`config.mk`:
```
export PLATFORM = sky130hd
export DESIGN_NAME = bypassUnit
export DESIGN_NICKNAME = d
export VERILOG_FILES = /design/src/source/bypassPkg.sv /design/src/source/bypassSelIf.sv /design/src/source/bypassNetwork.sv /design/src/source/bypassSelectGen.sv /design/src/source/bypassUnit.sv
export VERILOG_INCLUDE_DIRS = /design/src /design/src/include
export SDC_FILE = /design/constraint.sdc
export NUM_CORES = 1
export LEC_CHECK = 0
export BUFFER_PORTS_ARGS = -buffer_cell sky130_fd_sc_hd__clkbuf_2
export CAP_MARGIN = 20
export CORE_MARGIN = 1
export CORE_UTILIZATION = 35
export DETAILED_ROUTE_END_ITERATION = 8
export PLACE_DENSITY_LB_ADDON = 0.25
export SYNTH_ARGS = -nofsm -noshare
export SYNTH_HDL_FRONTEND = slang
export SYNTH_SLANG_ARGS = --single-unit
```
`constraint.sdc`:
```
create_clock -name clk -period 22.7 [get_ports clk]
set_input_delay 3.405 -clock clk [delete_from_list [all_inputs] [get_ports clk]]
set_output_delay 3.405 -clock clk [all_outputs]
set_load 0.01 [all_outputs]
```
`src/include/bypassNet_cfg.svh`:
```
//##################################################
// bypass unit configuration
// lane counts and operand widths of the back end.
//##################################################

`ifndef BYPASS_NET_CFG_SVH
`define BYPASS_NET_CFG_SVH

// integer issue lanes, each one producer and one consumer.
`define BYPASS_INT_WIDTH 2

// load lanes, each one producer and one consumer.
`define BYPASS_MEM_WIDTH 1

`define BYPASS_TAG_BITS  6 // physical register number.
`define BYPASS_DATA_BITS 32

`endif

```
`src/source/bypassPkg.sv`:
```
//##################################################
// bypass types
// tags, data, stage selects and the lane union.
//##################################################

`default_nettype none

`include "bypassNet_cfg.svh"

package bypassPkg;

    // one lane index bit is enough for both lane groups.
    localparam int BYPASS_LANE_BITS =
        (`BYPASS_INT_WIDTH > 1) ? $clog2(`BYPASS_INT_WIDTH) : 1;

    typedef logic [`BYPASS_TAG_BITS-1:0]  PRegTag;
    typedef logic [`BYPASS_DATA_BITS-1:0] PRegData;

    typedef struct packed {
        logic    valid;
        PRegData data;
    } BypassOperand;

    typedef enum logic [2:0] {
        BYPASS_STAGE_NONE   = 3'd0,
        BYPASS_STAGE_INT_EX = 3'd1,
        BYPASS_STAGE_INT_WB = 3'd2,
        BYPASS_STAGE_MEM_MA = 3'd3,
        BYPASS_STAGE_MEM_WB = 3'd4
    } BypassStg;

    // the stage field tells which member is meant.
    typedef union packed {
        logic [BYPASS_LANE_BITS-1:0] intLane;
        logic [BYPASS_LANE_BITS-1:0] memLane;
    } BypassLane;

    typedef struct packed {
        BypassStg  stg;
        BypassLane lane;
    } BypassSelect;

endpackage

`default_nettype wire

```
`src/source/bypassSelIf.sv`:
```
//##################################################
// bypass select bus
// operand selects from the tag compare logic to
// the value multiplexers.
//##################################################

`default_nettype none
`timescale 1ns/100ps

`include "bypassNet_cfg.svh"

interface bypassSelIf import bypassPkg::*; ();

    BypassSelect intSelA [`BYPASS_INT_WIDTH];
    BypassSelect intSelB [`BYPASS_INT_WIDTH];
    BypassSelect memSelA [`BYPASS_MEM_WIDTH];
    BypassSelect memSelB [`BYPASS_MEM_WIDTH];

    modport generator (
        output intSelA, intSelB, memSelA, memSelB
    );

    modport network (
        input intSelA, intSelB, memSelA, memSelB
    );

endinterface

`default_nettype wire

```
`src/source/bypassNetwork.sv`:
```
//##################################################
// bypass network
// holds in-flight results and muxes each operand
// from them or from the register file.
//##################################################

`default_nettype none
`timescale 1ns/100ps

`include "bypassNet_cfg.svh"

module bypassNetwork
    import bypassPkg::*;
(
    input  logic        clk,
    input  logic        reset,
    input  logic        stall,
    input  logic        clear,
    input  logic        intDstValid [`BYPASS_INT_WIDTH],
    input  PRegData     intDstData  [`BYPASS_INT_WIDTH],
    input  logic        memDstValid [`BYPASS_MEM_WIDTH],
    input  PRegData     memDstData  [`BYPASS_MEM_WIDTH],
    input  PRegData     intRegDataA [`BYPASS_INT_WIDTH],
    input  PRegData     intRegDataB [`BYPASS_INT_WIDTH],
    input  PRegData     memRegDataA [`BYPASS_MEM_WIDTH],
    input  PRegData     memRegDataB [`BYPASS_MEM_WIDTH],
    bypassSelIf.network sel,
    output PRegData     intOperandA [`BYPASS_INT_WIDTH],
    output PRegData     intOperandB [`BYPASS_INT_WIDTH],
    output PRegData     memOperandA [`BYPASS_MEM_WIDTH],
    output PRegData     memOperandB [`BYPASS_MEM_WIDTH]
);

    BypassOperand intEx [`BYPASS_INT_WIDTH];
    BypassOperand intWb [`BYPASS_INT_WIDTH];
    BypassOperand memMa [`BYPASS_MEM_WIDTH];
    BypassOperand memWb [`BYPASS_MEM_WIDTH];
    logic         anyValid;
    logic         selLive;

    always_ff @(posedge clk) begin
        if (reset || clear) begin
            // clear drops the valid bits and keeps the data.
            for (int i = 0; i < `BYPASS_INT_WIDTH; i++) begin
                intEx[i].valid <= 1'b0;
                intWb[i].valid <= 1'b0;
            end
            for (int i = 0; i < `BYPASS_MEM_WIDTH; i++) begin
                memMa[i].valid <= 1'b0;
                memWb[i].valid <= 1'b0;
            end
        end else if (!stall) begin
            for (int i = 0; i < `BYPASS_INT_WIDTH; i++) begin
                intEx[i] <= '{valid: intDstValid[i], data: intDstData[i]};
                intWb[i] <= intEx[i];
            end
            for (int i = 0; i < `BYPASS_MEM_WIDTH; i++) begin
                memMa[i] <= '{valid: memDstValid[i], data: memDstData[i]};
                memWb[i] <= memMa[i];
            end
        end
    end

    function automatic PRegData selectData(input BypassSelect s, input PRegData regData);
        case (s.stg)
            BYPASS_STAGE_INT_EX: return intEx[s.lane.intLane].data;
            BYPASS_STAGE_INT_WB: return intWb[s.lane.intLane].data;
            BYPASS_STAGE_MEM_MA: return memMa[s.lane.memLane].data;
            BYPASS_STAGE_MEM_WB: return memWb[s.lane.memLane].data;
            default:             return regData; // no hit selects the register file.
        endcase
    endfunction

    always_comb begin
        for (int i = 0; i < `BYPASS_INT_WIDTH; i++) begin
            intOperandA[i] = selectData(sel.intSelA[i], intRegDataA[i]);
            intOperandB[i] = selectData(sel.intSelB[i], intRegDataB[i]);
        end
        for (int i = 0; i < `BYPASS_MEM_WIDTH; i++) begin
            memOperandA[i] = selectData(sel.memSelA[i], memRegDataA[i]);
            memOperandB[i] = selectData(sel.memSelB[i], memRegDataB[i]);
        end
    end

    function automatic logic pointsAtLive(input BypassSelect s);
        case (s.stg)
            BYPASS_STAGE_NONE:   return 1'b1;
            BYPASS_STAGE_INT_EX: return intEx[s.lane.intLane].valid;
            BYPASS_STAGE_INT_WB: return intWb[s.lane.intLane].valid;
            BYPASS_STAGE_MEM_MA: return memMa[s.lane.memLane].valid;
            BYPASS_STAGE_MEM_WB: return memWb[s.lane.memLane].valid;
            default:             return 1'b0;
        endcase
    endfunction

    always_comb begin
        selLive = 1'b1;
        for (int i = 0; i < `BYPASS_INT_WIDTH; i++) begin
            selLive = selLive && pointsAtLive(sel.intSelA[i])
                && pointsAtLive(sel.intSelB[i]);
        end
        for (int i = 0; i < `BYPASS_MEM_WIDTH; i++) begin
            selLive = selLive && pointsAtLive(sel.memSelA[i])
                && pointsAtLive(sel.memSelB[i]);
        end
    end

    always_comb begin
        anyValid = 1'b0;
        for (int i = 0; i < `BYPASS_INT_WIDTH; i++) begin
            anyValid = anyValid || intEx[i].valid || intWb[i].valid;
        end
        for (int i = 0; i < `BYPASS_MEM_WIDTH; i++) begin
            anyValid = anyValid || memMa[i].valid || memWb[i].valid;
        end
    end

    // the tag side keeps its own valid bits, which must agree with these.
    selPointsAtLiveData: assert property (@(posedge clk) disable iff (reset) selLive);

    clearEmptiesAll: assert property (@(posedge clk) (reset || clear) |=> !anyValid);

    for (genvar i = 0; i < `BYPASS_INT_WIDTH; i++) begin : gIntHold
        intStallHolds: assert property (@(posedge clk) disable iff (reset)
            (stall && !clear) |=> ($stable(intEx[i]) && $stable(intWb[i])));
    end

    for (genvar i = 0; i < `BYPASS_MEM_WIDTH; i++) begin : gMemHold
        memStallHolds: assert property (@(posedge clk) disable iff (reset)
            (stall && !clear) |=> ($stable(memMa[i]) && $stable(memWb[i])));
    end

endmodule

`default_nettype wire

```
`src/source/bypassSelectGen.sv`:
```
//##################################################
// bypass select generator
// tracks in-flight destination tags and picks the
// newest matching position for every operand.
//##################################################

`default_nettype none
`timescale 1ns/100ps

`include "bypassNet_cfg.svh"

module bypassSelectGen
    import bypassPkg::*;
(
    input  logic          clk,
    input  logic          reset,
    input  logic          stall,
    input  logic          clear,
    input  logic          intDstValid [`BYPASS_INT_WIDTH],
    input  PRegTag        intDstTag   [`BYPASS_INT_WIDTH],
    input  logic          memDstValid [`BYPASS_MEM_WIDTH],
    input  PRegTag        memDstTag   [`BYPASS_MEM_WIDTH],
    input  PRegTag        intSrcTagA  [`BYPASS_INT_WIDTH],
    input  PRegTag        intSrcTagB  [`BYPASS_INT_WIDTH],
    input  PRegTag        memSrcTagA  [`BYPASS_MEM_WIDTH],
    input  PRegTag        memSrcTagB  [`BYPASS_MEM_WIDTH],
    bypassSelIf.generator sel
);

    logic   intExValid [`BYPASS_INT_WIDTH];
    PRegTag intExTag   [`BYPASS_INT_WIDTH];
    logic   intWbValid [`BYPASS_INT_WIDTH];
    PRegTag intWbTag   [`BYPASS_INT_WIDTH];
    logic   memMaValid [`BYPASS_MEM_WIDTH];
    PRegTag memMaTag   [`BYPASS_MEM_WIDTH];
    logic   memWbValid [`BYPASS_MEM_WIDTH];
    PRegTag memWbTag   [`BYPASS_MEM_WIDTH];

    always_ff @(posedge clk) begin
        if (reset || clear) begin // clear wins over stall.
            for (int i = 0; i < `BYPASS_INT_WIDTH; i++) begin
                intExValid[i] <= 1'b0;
                intWbValid[i] <= 1'b0;
            end
            for (int i = 0; i < `BYPASS_MEM_WIDTH; i++) begin
                memMaValid[i] <= 1'b0;
                memWbValid[i] <= 1'b0;
            end
        end else if (!stall) begin
            for (int i = 0; i < `BYPASS_INT_WIDTH; i++) begin
                intExValid[i] <= intDstValid[i];
                intWbValid[i] <= intExValid[i];
            end
            for (int i = 0; i < `BYPASS_MEM_WIDTH; i++) begin
                memMaValid[i] <= memDstValid[i];
                memWbValid[i] <= memMaValid[i];
            end
        end
    end

    // tags advance whenever the positions do.
    always_ff @(posedge clk) begin
        if (!stall) begin
            intExTag <= intDstTag;
            intWbTag <= intExTag;
            memMaTag <= memDstTag;
            memWbTag <= memMaTag;
        end
    end

    // the newest matching position wins.
    function automatic BypassSelect findSource(input PRegTag srcTag);
        BypassSelect s;
        logic        found;
        s.stg  = BYPASS_STAGE_NONE;
        s.lane = '0;
        found  = 1'b0;
        for (int i = 0; i < `BYPASS_INT_WIDTH; i++) begin
            if (!found && intExValid[i] && intExTag[i] == srcTag) begin
                s.stg          = BYPASS_STAGE_INT_EX;
                s.lane.intLane = BYPASS_LANE_BITS'(i);
                found          = 1'b1;
            end
        end
        for (int i = 0; i < `BYPASS_MEM_WIDTH; i++) begin
            if (!found && memMaValid[i] && memMaTag[i] == srcTag) begin
                s.stg          = BYPASS_STAGE_MEM_MA;
                s.lane.memLane = BYPASS_LANE_BITS'(i);
                found          = 1'b1;
            end
        end
        for (int i = 0; i < `BYPASS_INT_WIDTH; i++) begin
            if (!found && intWbValid[i] && intWbTag[i] == srcTag) begin
                s.stg          = BYPASS_STAGE_INT_WB;
                s.lane.intLane = BYPASS_LANE_BITS'(i);
                found          = 1'b1;
            end
        end
        for (int i = 0; i < `BYPASS_MEM_WIDTH; i++) begin
            if (!found && memWbValid[i] && memWbTag[i] == srcTag) begin
                s.stg          = BYPASS_STAGE_MEM_WB;
                s.lane.memLane = BYPASS_LANE_BITS'(i);
                found          = 1'b1;
            end
        end
        return s;
    endfunction

    always_comb begin
        for (int i = 0; i < `BYPASS_INT_WIDTH; i++) begin
            sel.intSelA[i] = findSource(intSrcTagA[i]);
            sel.intSelB[i] = findSource(intSrcTagB[i]);
        end
        for (int i = 0; i < `BYPASS_MEM_WIDTH; i++) begin
            sel.memSelA[i] = findSource(memSrcTagA[i]);
            sel.memSelB[i] = findSource(memSrcTagB[i]);
        end
    end

endmodule

`default_nettype wire

```
`src/source/bypassUnit.sv`:
```
//##################################################
// bypass unit
// joins the select generator and the data network
// behind plain lane ports.
//##################################################

`default_nettype none
`timescale 1ns/100ps

`include "bypassNet_cfg.svh"

module bypassUnit
    import bypassPkg::*;
(
    input  logic    clk,
    input  logic    reset,
    input  logic    stall,
    input  logic    clear,
    input  logic    intDstValid [`BYPASS_INT_WIDTH],
    input  PRegTag  intDstTag   [`BYPASS_INT_WIDTH],
    input  PRegData intDstData  [`BYPASS_INT_WIDTH],
    input  logic    memDstValid [`BYPASS_MEM_WIDTH],
    input  PRegTag  memDstTag   [`BYPASS_MEM_WIDTH],
    input  PRegData memDstData  [`BYPASS_MEM_WIDTH],
    input  PRegTag  intSrcTagA  [`BYPASS_INT_WIDTH],
    input  PRegTag  intSrcTagB  [`BYPASS_INT_WIDTH],
    input  PRegData intRegDataA [`BYPASS_INT_WIDTH],
    input  PRegData intRegDataB [`BYPASS_INT_WIDTH],
    input  PRegTag  memSrcTagA  [`BYPASS_MEM_WIDTH],
    input  PRegTag  memSrcTagB  [`BYPASS_MEM_WIDTH],
    input  PRegData memRegDataA [`BYPASS_MEM_WIDTH],
    input  PRegData memRegDataB [`BYPASS_MEM_WIDTH],
    output PRegData intOperandA [`BYPASS_INT_WIDTH],
    output PRegData intOperandB [`BYPASS_INT_WIDTH],
    output PRegData memOperandA [`BYPASS_MEM_WIDTH],
    output PRegData memOperandB [`BYPASS_MEM_WIDTH]
);

    bypassSelIf selBus ();

    // tag side, decides where each operand comes from.
    bypassSelectGen selectGen_i (
        .clk         (clk),
        .reset       (reset),
        .stall       (stall),
        .clear       (clear),
        .intDstValid (intDstValid),
        .intDstTag   (intDstTag),
        .memDstValid (memDstValid),
        .memDstTag   (memDstTag),
        .intSrcTagA  (intSrcTagA),
        .intSrcTagB  (intSrcTagB),
        .memSrcTagA  (memSrcTagA),
        .memSrcTagB  (memSrcTagB),
        .sel         (selBus.generator)
    );

    bypassNetwork network_i (
        .clk         (clk),
        .reset       (reset),
        .stall       (stall),
        .clear       (clear),
        .intDstValid (intDstValid),
        .intDstData  (intDstData),
        .memDstValid (memDstValid),
        .memDstData  (memDstData),
        .intRegDataA (intRegDataA),
        .intRegDataB (intRegDataB),
        .memRegDataA (memRegDataA),
        .memRegDataB (memRegDataB),
        .sel         (selBus.network),
        .intOperandA (intOperandA),
        .intOperandB (intOperandB),
        .memOperandA (memOperandA),
        .memOperandB (memOperandB)
    );

endmodule

`default_nettype wire

```
# Yosys cells after proc, flatten, opt, wreduce, memory -nomap -nowiden
# Memory sizes are Yosys's and may differ from the RTL's.
# Cells that the tools add are included.
op_classes:
  bitwise: 8
  n_eq_ne: 60
  n_reduce_logical: 101
  muxes: 93
ops:
  columns: ["cell", "count"]
  rows:
  - ["$pmux 32 s4", 6]
  - ["$eq 6x6->1", 36]
  - ["$logic_and 1x1->1", 66]
  - ["$mux 33", 2]
  - ["$reduce_or 33->1", 2]
  - ["$mux 3", 18]
  - ["$mux 1", 47]
  - ["$eq 3x2->1 const B", 12]
  - ["$logic_not 1->1", 30]
  - ["$mux 2", 14]
  - ["$mux 4", 6]
  - ["$eq 3x1->1 const B", 6]
  - ["$eq 3x3->1 const B", 6]
  - ["$or 1x1->1", 8]
  - ["$reduce_or 1->1", 2]
  - ["$logic_or 1x1->1", 1]
totals:
  register_bits: 36
  wordCells: 276
  in_bits: 349
  n_memories: 8
  ramBits: 204
memory_table:
  columns: ["name", "depth", "word_bits", "read_ports", "rd_ports_with_merged_regs", "wr", "line_no", "text"]
  rows:
  - ["network_i.intEx", 2, 33, 8, 0, 2, "bypassNetwork.sv:34", "BypassOperand intEx [`BYPASS_INT_WIDTH];"]
  - ["network_i.intWb", 2, 33, 6, 0, 2, "bypassNetwork.sv:35", "BypassOperand intWb [`BYPASS_INT_WIDTH];"]
  - ["network_i.memMa", 1, 33, 7, 0, 1, "bypassNetwork.sv:36", "BypassOperand memMa [`BYPASS_MEM_WIDTH];"]
  - ["network_i.memWb", 1, 33, 6, 0, 1, "bypassNetwork.sv:37", "BypassOperand memWb [`BYPASS_MEM_WIDTH];"]
  - ["selectGen_i.intExValid", 2, 1, 2, 0, 2, "bypassSelectGen.sv:30", "logic intExValid [`BYPASS_INT_WIDTH];"]
  - ["selectGen_i.intWbValid", 2, 1, 2, 0, 2, "bypassSelectGen.sv:32", "logic intWbValid [`BYPASS_INT_WIDTH];"]
  - ["+2 memories", null, null, null, null, null, null, null]

# Depth between registers and ports, before layout
depth:
  depth_word: 25
  ltp_mapped: 10
  ltp_nobuf: 7

# Modules after synthesis
# From an unflattened synthesis, not the netlist that was laid out.
hier_totals:
  cells_unflattened: 2040
  area_unflattened_um2: 21503.1
by_module_without_submodules:
  columns: ["mod", "seq_area_each_um2", "area_each_um2", "n_inst", "cells_each"]
  rows:
  - ["bypassNetwork", 5765.5, 17043.8, 1, 1587]
  - ["bypassSelectGen", 1261.2, 4459.3, 1, 453]

# Least setup slack after synthesis
# Ideal clock, no wire load.
synth_path:
  kind: "input port to flip-flop"
  startpoint: "in stall"
  endpoint: "mem network_i.intEx[1][23] (netlist name), data pin"
  path_buffers: 1
  arrival_time_ps: 9819
  path_slack_ps: 12707
  stages: 3
  required_time_ps: 22526
  cell_sequence: "nor3_1 clkbuf_1 and2_1"
synth_rtl:
  columns: ["element", "line_no", "text"]
  rows:
  - ["start, declared", "bypassUnit.sv:17", "input logic stall,"]
  - ["end, declared", "bypassNetwork.sv:34", null]

==> impl_table.tex <==
\begin{tabular}{lr}
\hline
Metric & Value \\
\hline
\multicolumn{2}{l}{\textbf{Setup path}} \\
\quad Worst Path Required & 19.30 ns \\
\quad Critical path fanouts, max & 31 \\
\quad Worst setup path class & in -> out \\
\quad Cell type of the slowest stage on the worst timing path & sky130\_fd\_sc\_hd\_\_nand2\_1 \\
\quad Largest stage delay on the critical path & 0.91 ns \\
\quad Worst endpoint data arrival time & 7.11 ns \\
\quad Buffers and inverters on the worst path & 3 \\
\quad Worst setup EP type & primary output \\
\quad Kind of cell adding the most delay to the critical path & compound AO/OA/AOI/OAI gates \\
\quad Cells along the critical path & clkbuf\_2 > xnor2\_1 > nand4\_1 > or2\_1 > buf\_4 > o211a\_1 > nand2\_1 > o221a\_2 > o22ai\_1 > clkbuf\_2 \\
\quad Critical Path Source Type & input port \\
\quad Most repeated library cell on the critical path & sky130\_fd\_sc\_hd\_\_clkbuf\_2 \\
\multicolumn{2}{l}{\textbf{Global route}} \\
\quad Antenna violations before repair & 8 \\
\quad Largest net degree at the start of global routing & 226 \\
\quad Residual overflow from global routing & 0 \\
\quad Vias in the first global route & 22592 \\
\quad Global-route wire length before repair & 181 mm \\
\quad Overall track demand over capacity in global routing & 0.401 \\
\multicolumn{2}{l}{\textbf{Run status}} \\
\quad Outcome & complete, no violations \\
\multicolumn{2}{l}{\textbf{Clock tree}} \\
\quad Total number of H-tree levels & 1 \\
\quad Number of hold buffers added after CTS & 0 \\
\quad Clock Latency Late Sink & 0.63 ns \\
\quad Clock root buffer master & sky130\_fd\_sc\_hd\_\_clkbuf\_16 \\
\quad Number of setup buffers added after CTS & 0 \\
\quad Total clock buffers created by CTS & 29 \\
\quad Clk pin slew, worst setup/hold paths & 0.06 ns \\
\quad Count of clock tree sinks & 234 \\
\quad CTS tree & done \\
\quad Number of cells upsized or downsized after cts & 0 \\
\quad Maximum number of buffers from clock root to sink & 3 \\
\multicolumn{2}{l}{\textbf{Finish}} \\
\quad Final cell utilization of the core & 0.416 \\
\quad Share of post-route cells with drive strength above 1 & 0.235 \\
\quad Area grow syn2layout & 17.6\% \\
\quad Final standard cell count with taps included and fillers excluded & 3825 \\
\quad Nets & 3307 \\
\multicolumn{2}{l}{\textbf{Place}} \\
\quad Cell count after placement & 3773 \\
\quad Count of port buffers added during placement & 540 \\
\quad Placer Congestion & 1.01 \\
\quad Final HPWL DP & 102 mm \\
\multicolumn{2}{l}{\textbf{Logic synthesis}} \\
\quad Unique masters post-synth & 66 \\
\quad Number of nets in the synthesized netlist & 2960 \\
\quad Adder and majority gate portion of the synthesized area & 0 \\
\quad Compound-cell area share of the yosys netlist & 0.240 \\
\quad Synthesized instance count & 2611 \\
\quad Count of warnings emitted by yosys & 0 \\
\quad Number of synthesized register bits & 234 \\
\quad Synthesized cell area & 22300 um2 \\
\quad Average instance area after synthesis & 8.55 um2 \\
\quad Multiplexer share of the synthesized area & 0.0901 \\
\quad Sequential share of the synthesized area & 0.315 \\
\quad Simple-gate share of the synthesized area & 0.208 \\
\quad Most frequently used flop master after synthesis & sky130\_fd\_sc\_hd\_\_edfxtp\_1 \\
\quad Combinational family with the most area after synthesis & compound AO/OA/AOI/OAI gates \\
\quad Xor-xnor portion of the synthesized cell area & 0.0847 \\
\quad Ys async rst share & 0 \\
\quad Number of flops mapped to enable cells by yosys & 234 \\
\multicolumn{2}{l}{\textbf{Power}} \\
\quad Static power due to leakage & 0.00931 uW \\
\quad Power per cell area & 50.2 nW/um2 \\
\quad Worst voltage drop across the vdd grid & 57.6 uV \\
\multicolumn{2}{l}{\textbf{Drt}} \\
\quad Drt first pass iters & 6 \\
\quad Avg Vias per Cell & 6.40 \\
\quad Post-detailed-routing wire length & 135 mm \\
\quad DRC violation count after routing & 0 \\
\quad Number of nets still failing antenna checks after routing & 0 \\
\quad Number of DRC markers after the initial detailed-route iteration & 3897 \\
\quad Total via count after detailed routing & 24489 \\
\quad WL/cell & 35.4 um \\
\multicolumn{2}{l}{\textbf{STA}} \\
\quad Final min period & 10.51 ns \\
\quad Setup TNS after final layout & 0 ns \\
\quad Number of hold violations in the final report & 0 \\
\quad RSZ-0062 raised after global routing & false \\
\quad Final Cycle Share & 0.463 \\
\quad Worst max-slew margin expressed relative to the limit & 0.182 \\
\quad Max Freq & 95.1 MHz \\
\quad Transition time at the pin with the least slew margin & 1.22 ns \\
\quad Total count of max-transition violations in the final report & 0 \\
\quad Clock Skew & 0.0527 ns \\
\quad Final count of negative-setup-slack endpoints & 0 \\
\multicolumn{2}{l}{\textbf{Worst hold path}} \\
\quad Worst hold path class & reg -> reg \\
\multicolumn{2}{l}{\textbf{Floorplanning}} \\
\quad Top-level I/O count & 541 \\
\quad Starting density of the core & 0.354 \\
\quad Floorplan die width & 255 um \\
\quad DIE AREA & 64800 um2 \\
\quad Core box area & 63100 um2 \\
\quad Vert. Die Dim & 255 um \\
\quad FP Rows & 92 \\
\multicolumn{2}{l}{\textbf{Flow run}} \\
\quad Reported max-cap violation count & 0 \\
\hline
\end{tabular}
==> cells in the mapped netlist, types with 11 or more instances <==
cell type	count	area (um2)
sky130_fd_sc_hd__nand4_1	35	219
sky130_fd_sc_hd__nand3_1	46	230
sky130_fd_sc_hd__a21oi_1	23	115
sky130_fd_sc_hd__a22oi_1	20	150
sky130_fd_sc_hd__xnor2_1	127	1110
sky130_fd_sc_hd__o22ai_1	146	913
sky130_fd_sc_hd__a221oi_1	23	201
sky130_fd_sc_hd__clkbuf_1	144	541
sky130_fd_sc_hd__nand2b_1	66	413
sky130_fd_sc_hd__edfxtp_1	234	7030
sky130_fd_sc_hd__o21ai_0	159	796
sky130_fd_sc_hd__a32oi_1	17	149
sky130_fd_sc_hd__o211a_1	14	140
sky130_fd_sc_hd__buf_6	17	191
sky130_fd_sc_hd__o221ai_1	61	534
sky130_fd_sc_hd__o22a_1	28	245
sky130_fd_sc_hd__and2_1	237	1480
sky130_fd_sc_hd__nand2_1	128	480
sky130_fd_sc_hd__buf_2	102	510
sky130_fd_sc_hd__o221a_2	11	124
sky130_fd_sc_hd__o211ai_1	17	128
sky130_fd_sc_hd__o21ai_1	77	385
sky130_fd_sc_hd__nor2_1	329	1230
sky130_fd_sc_hd__buf_4	17	128
sky130_fd_sc_hd__xor2_1	89	780
sky130_fd_sc_hd__o2bb2ai_1	81	709
sky130_fd_sc_hd__mux2i_1	201	2010
sky130_fd_sc_hd__a211oi_1	17	128
sky130_fd_sc_hd__o21a_1	32	240
==> cell families (layout without fill, tap and decap cells) <==
logic type | count (synthesis) | count (layout)
other cells | 0 | 1
buf+inv | 287 | 654
simple gates | 909 | 909
compound gates | 764 | 764
xor+xnor | 216 | 216
flops | 234 | 234
mux | 201 | 201
==> final timing paths <==
check,from,endpoint,slack [ns],depth (start not counted)
setup reg to reg,selectGen_i.intExValid[0][0]$_SDFFCE_PN0P_,selectGen_i.intWbValid[0][0]$_SDFFCE_PN0P_,21.41,1
hold / removal,network_i.memMa[0][28]$_DFFE_PP_,network_i.memWb[0][28]$_DFFE_PP_,0.61,1
hold reg to reg,network_i.memMa[0][28]$_DFFE_PP_,network_i.memWb[0][28]$_DFFE_PP_,0.61,1
setup / recovery,intSrcTagA[3],intOperandA[7],12.19,10
==> placed cells by master, fill, tap and decap left out, types with 5 or more instances in the layout <==
master / synthesis / routed
sky130_fd_sc_hd__nor3_1: 7 / 5
sky130_fd_sc_hd__o221a_2: 11 / 11
sky130_fd_sc_hd__o221ai_2: 7 / 7
sky130_fd_sc_hd__a31oi_1: 7 / 7
sky130_fd_sc_hd__nand2_1: 128 / 127
sky130_fd_sc_hd__o21bai_1: 9 / 9
sky130_fd_sc_hd__nor4_1: 9 / 9
sky130_fd_sc_hd__clkbuf_16: 0 / 29
sky130_fd_sc_hd__a211oi_1: 17 / 17
sky130_fd_sc_hd__clkinv_1: 0 / 6
sky130_fd_sc_hd__clkbuf_2: 0 / 540
sky130_fd_sc_hd__edfxtp_1: 234 / 234
sky130_fd_sc_hd__a22oi_1: 20 / 20
sky130_fd_sc_hd__xnor2_1: 127 / 127
sky130_fd_sc_hd__a21oi_1: 23 / 23
sky130_fd_sc_hd__or3_1: 8 / 8
sky130_fd_sc_hd__xor2_1: 89 / 89
sky130_fd_sc_hd__o22a_1: 28 / 28
sky130_fd_sc_hd__o21ai_0: 159 / 157
sky130_fd_sc_hd__o211ai_1: 17 / 17
sky130_fd_sc_hd__bufinv_16: 0 / 5
sky130_fd_sc_hd__o21ai_1: 77 / 75
sky130_fd_sc_hd__a221oi_1: 23 / 23
sky130_fd_sc_hd__o211a_1: 14 / 14
sky130_fd_sc_hd__nand4_1: 35 / 35
sky130_fd_sc_hd__o221ai_1: 61 / 61
sky130_fd_sc_hd__o21a_1: 32 / 31
sky130_fd_sc_hd__and3_1: 5 / 5
sky130_fd_sc_hd__nand3_1: 46 / 46
sky130_fd_sc_hd__o22ai_1: 146 / 146
sky130_fd_sc_hd__buf_4: 17 / 57
sky130_fd_sc_hd__a32oi_1: 17 / 17
sky130_fd_sc_hd__nor2_1: 329 / 327
sky130_fd_sc_hd__and2_1: 237 / 237
sky130_fd_sc_hd__mux2i_1: 201 / 201
sky130_fd_sc_hd__a311oi_1: 5 / 5
sky130_fd_sc_hd__o2bb2ai_1: 81 / 81
sky130_fd_sc_hd__nand2b_1: 66 / 66
==> routing by layer <==
| metal | part of all wire | global-route usage |
|---|---|---|
| met5 | 0.00020 | 0 |
| met4 | 0.032 | 0.107 |
| met3 | 0.14 | 0.162 |
| met2 | 0.41 | 0.563 |
| met1 | 0.42 | 0.562 |
==> layout make-up <==
class                      count  area [um2]
multi-input combinational   2090       14000
timing repair buffer         598        3150
inverter                       5        18.8
clock buffer                  32         737
tap                          846        1060
antenna                        1        2.50
sequential                   234        7030
fill                        6444       36800
clock inverter                19         244
==> report_power, final <==
group | internal [uW] | leakage [uW] | switching [uW]
clock network | 291 | 0.000482 | 206
registers | 493 | 0.00220 | 55.3
logic | 106 | 0.00662 | 167
total | 891 | 0.00931 | 428
==> flip-flops by register name, indices dropped and copies added (netlist names) <==
name / cells
network_i.intEx: 64
network_i.intWb: 64
network_i.memMa: 32
network_i.memWb: 32
selectGen_i.intExTag: 12
selectGen_i.intExValid: 2
selectGen_i.intWbTag: 12
selectGen_i.intWbValid: 2
selectGen_i.memMaTag: 6
selectGen_i.memMaValid: 1
selectGen_i.memWbTag: 6
selectGen_i.memWbValid: 1
==> through the flow <==
step / cell area (um2) / worst slack, ns / power [uW] / hold WS [ns]
finish: 26200 / 12.19 / 1320 / 0.613
global route: 26200 / 12.19 / 1350 / 0.628
CTS: 26200 / 12.32 / 1310 / 0.590
detailed placement: 25300 / 12.32 / 818 / 0.572
global placement: 25300 / 12.31 / 818 / 0.588
floorplan: 22300 / 12.71 / 680 / 0.421
(Power assumes the default switching activity.)
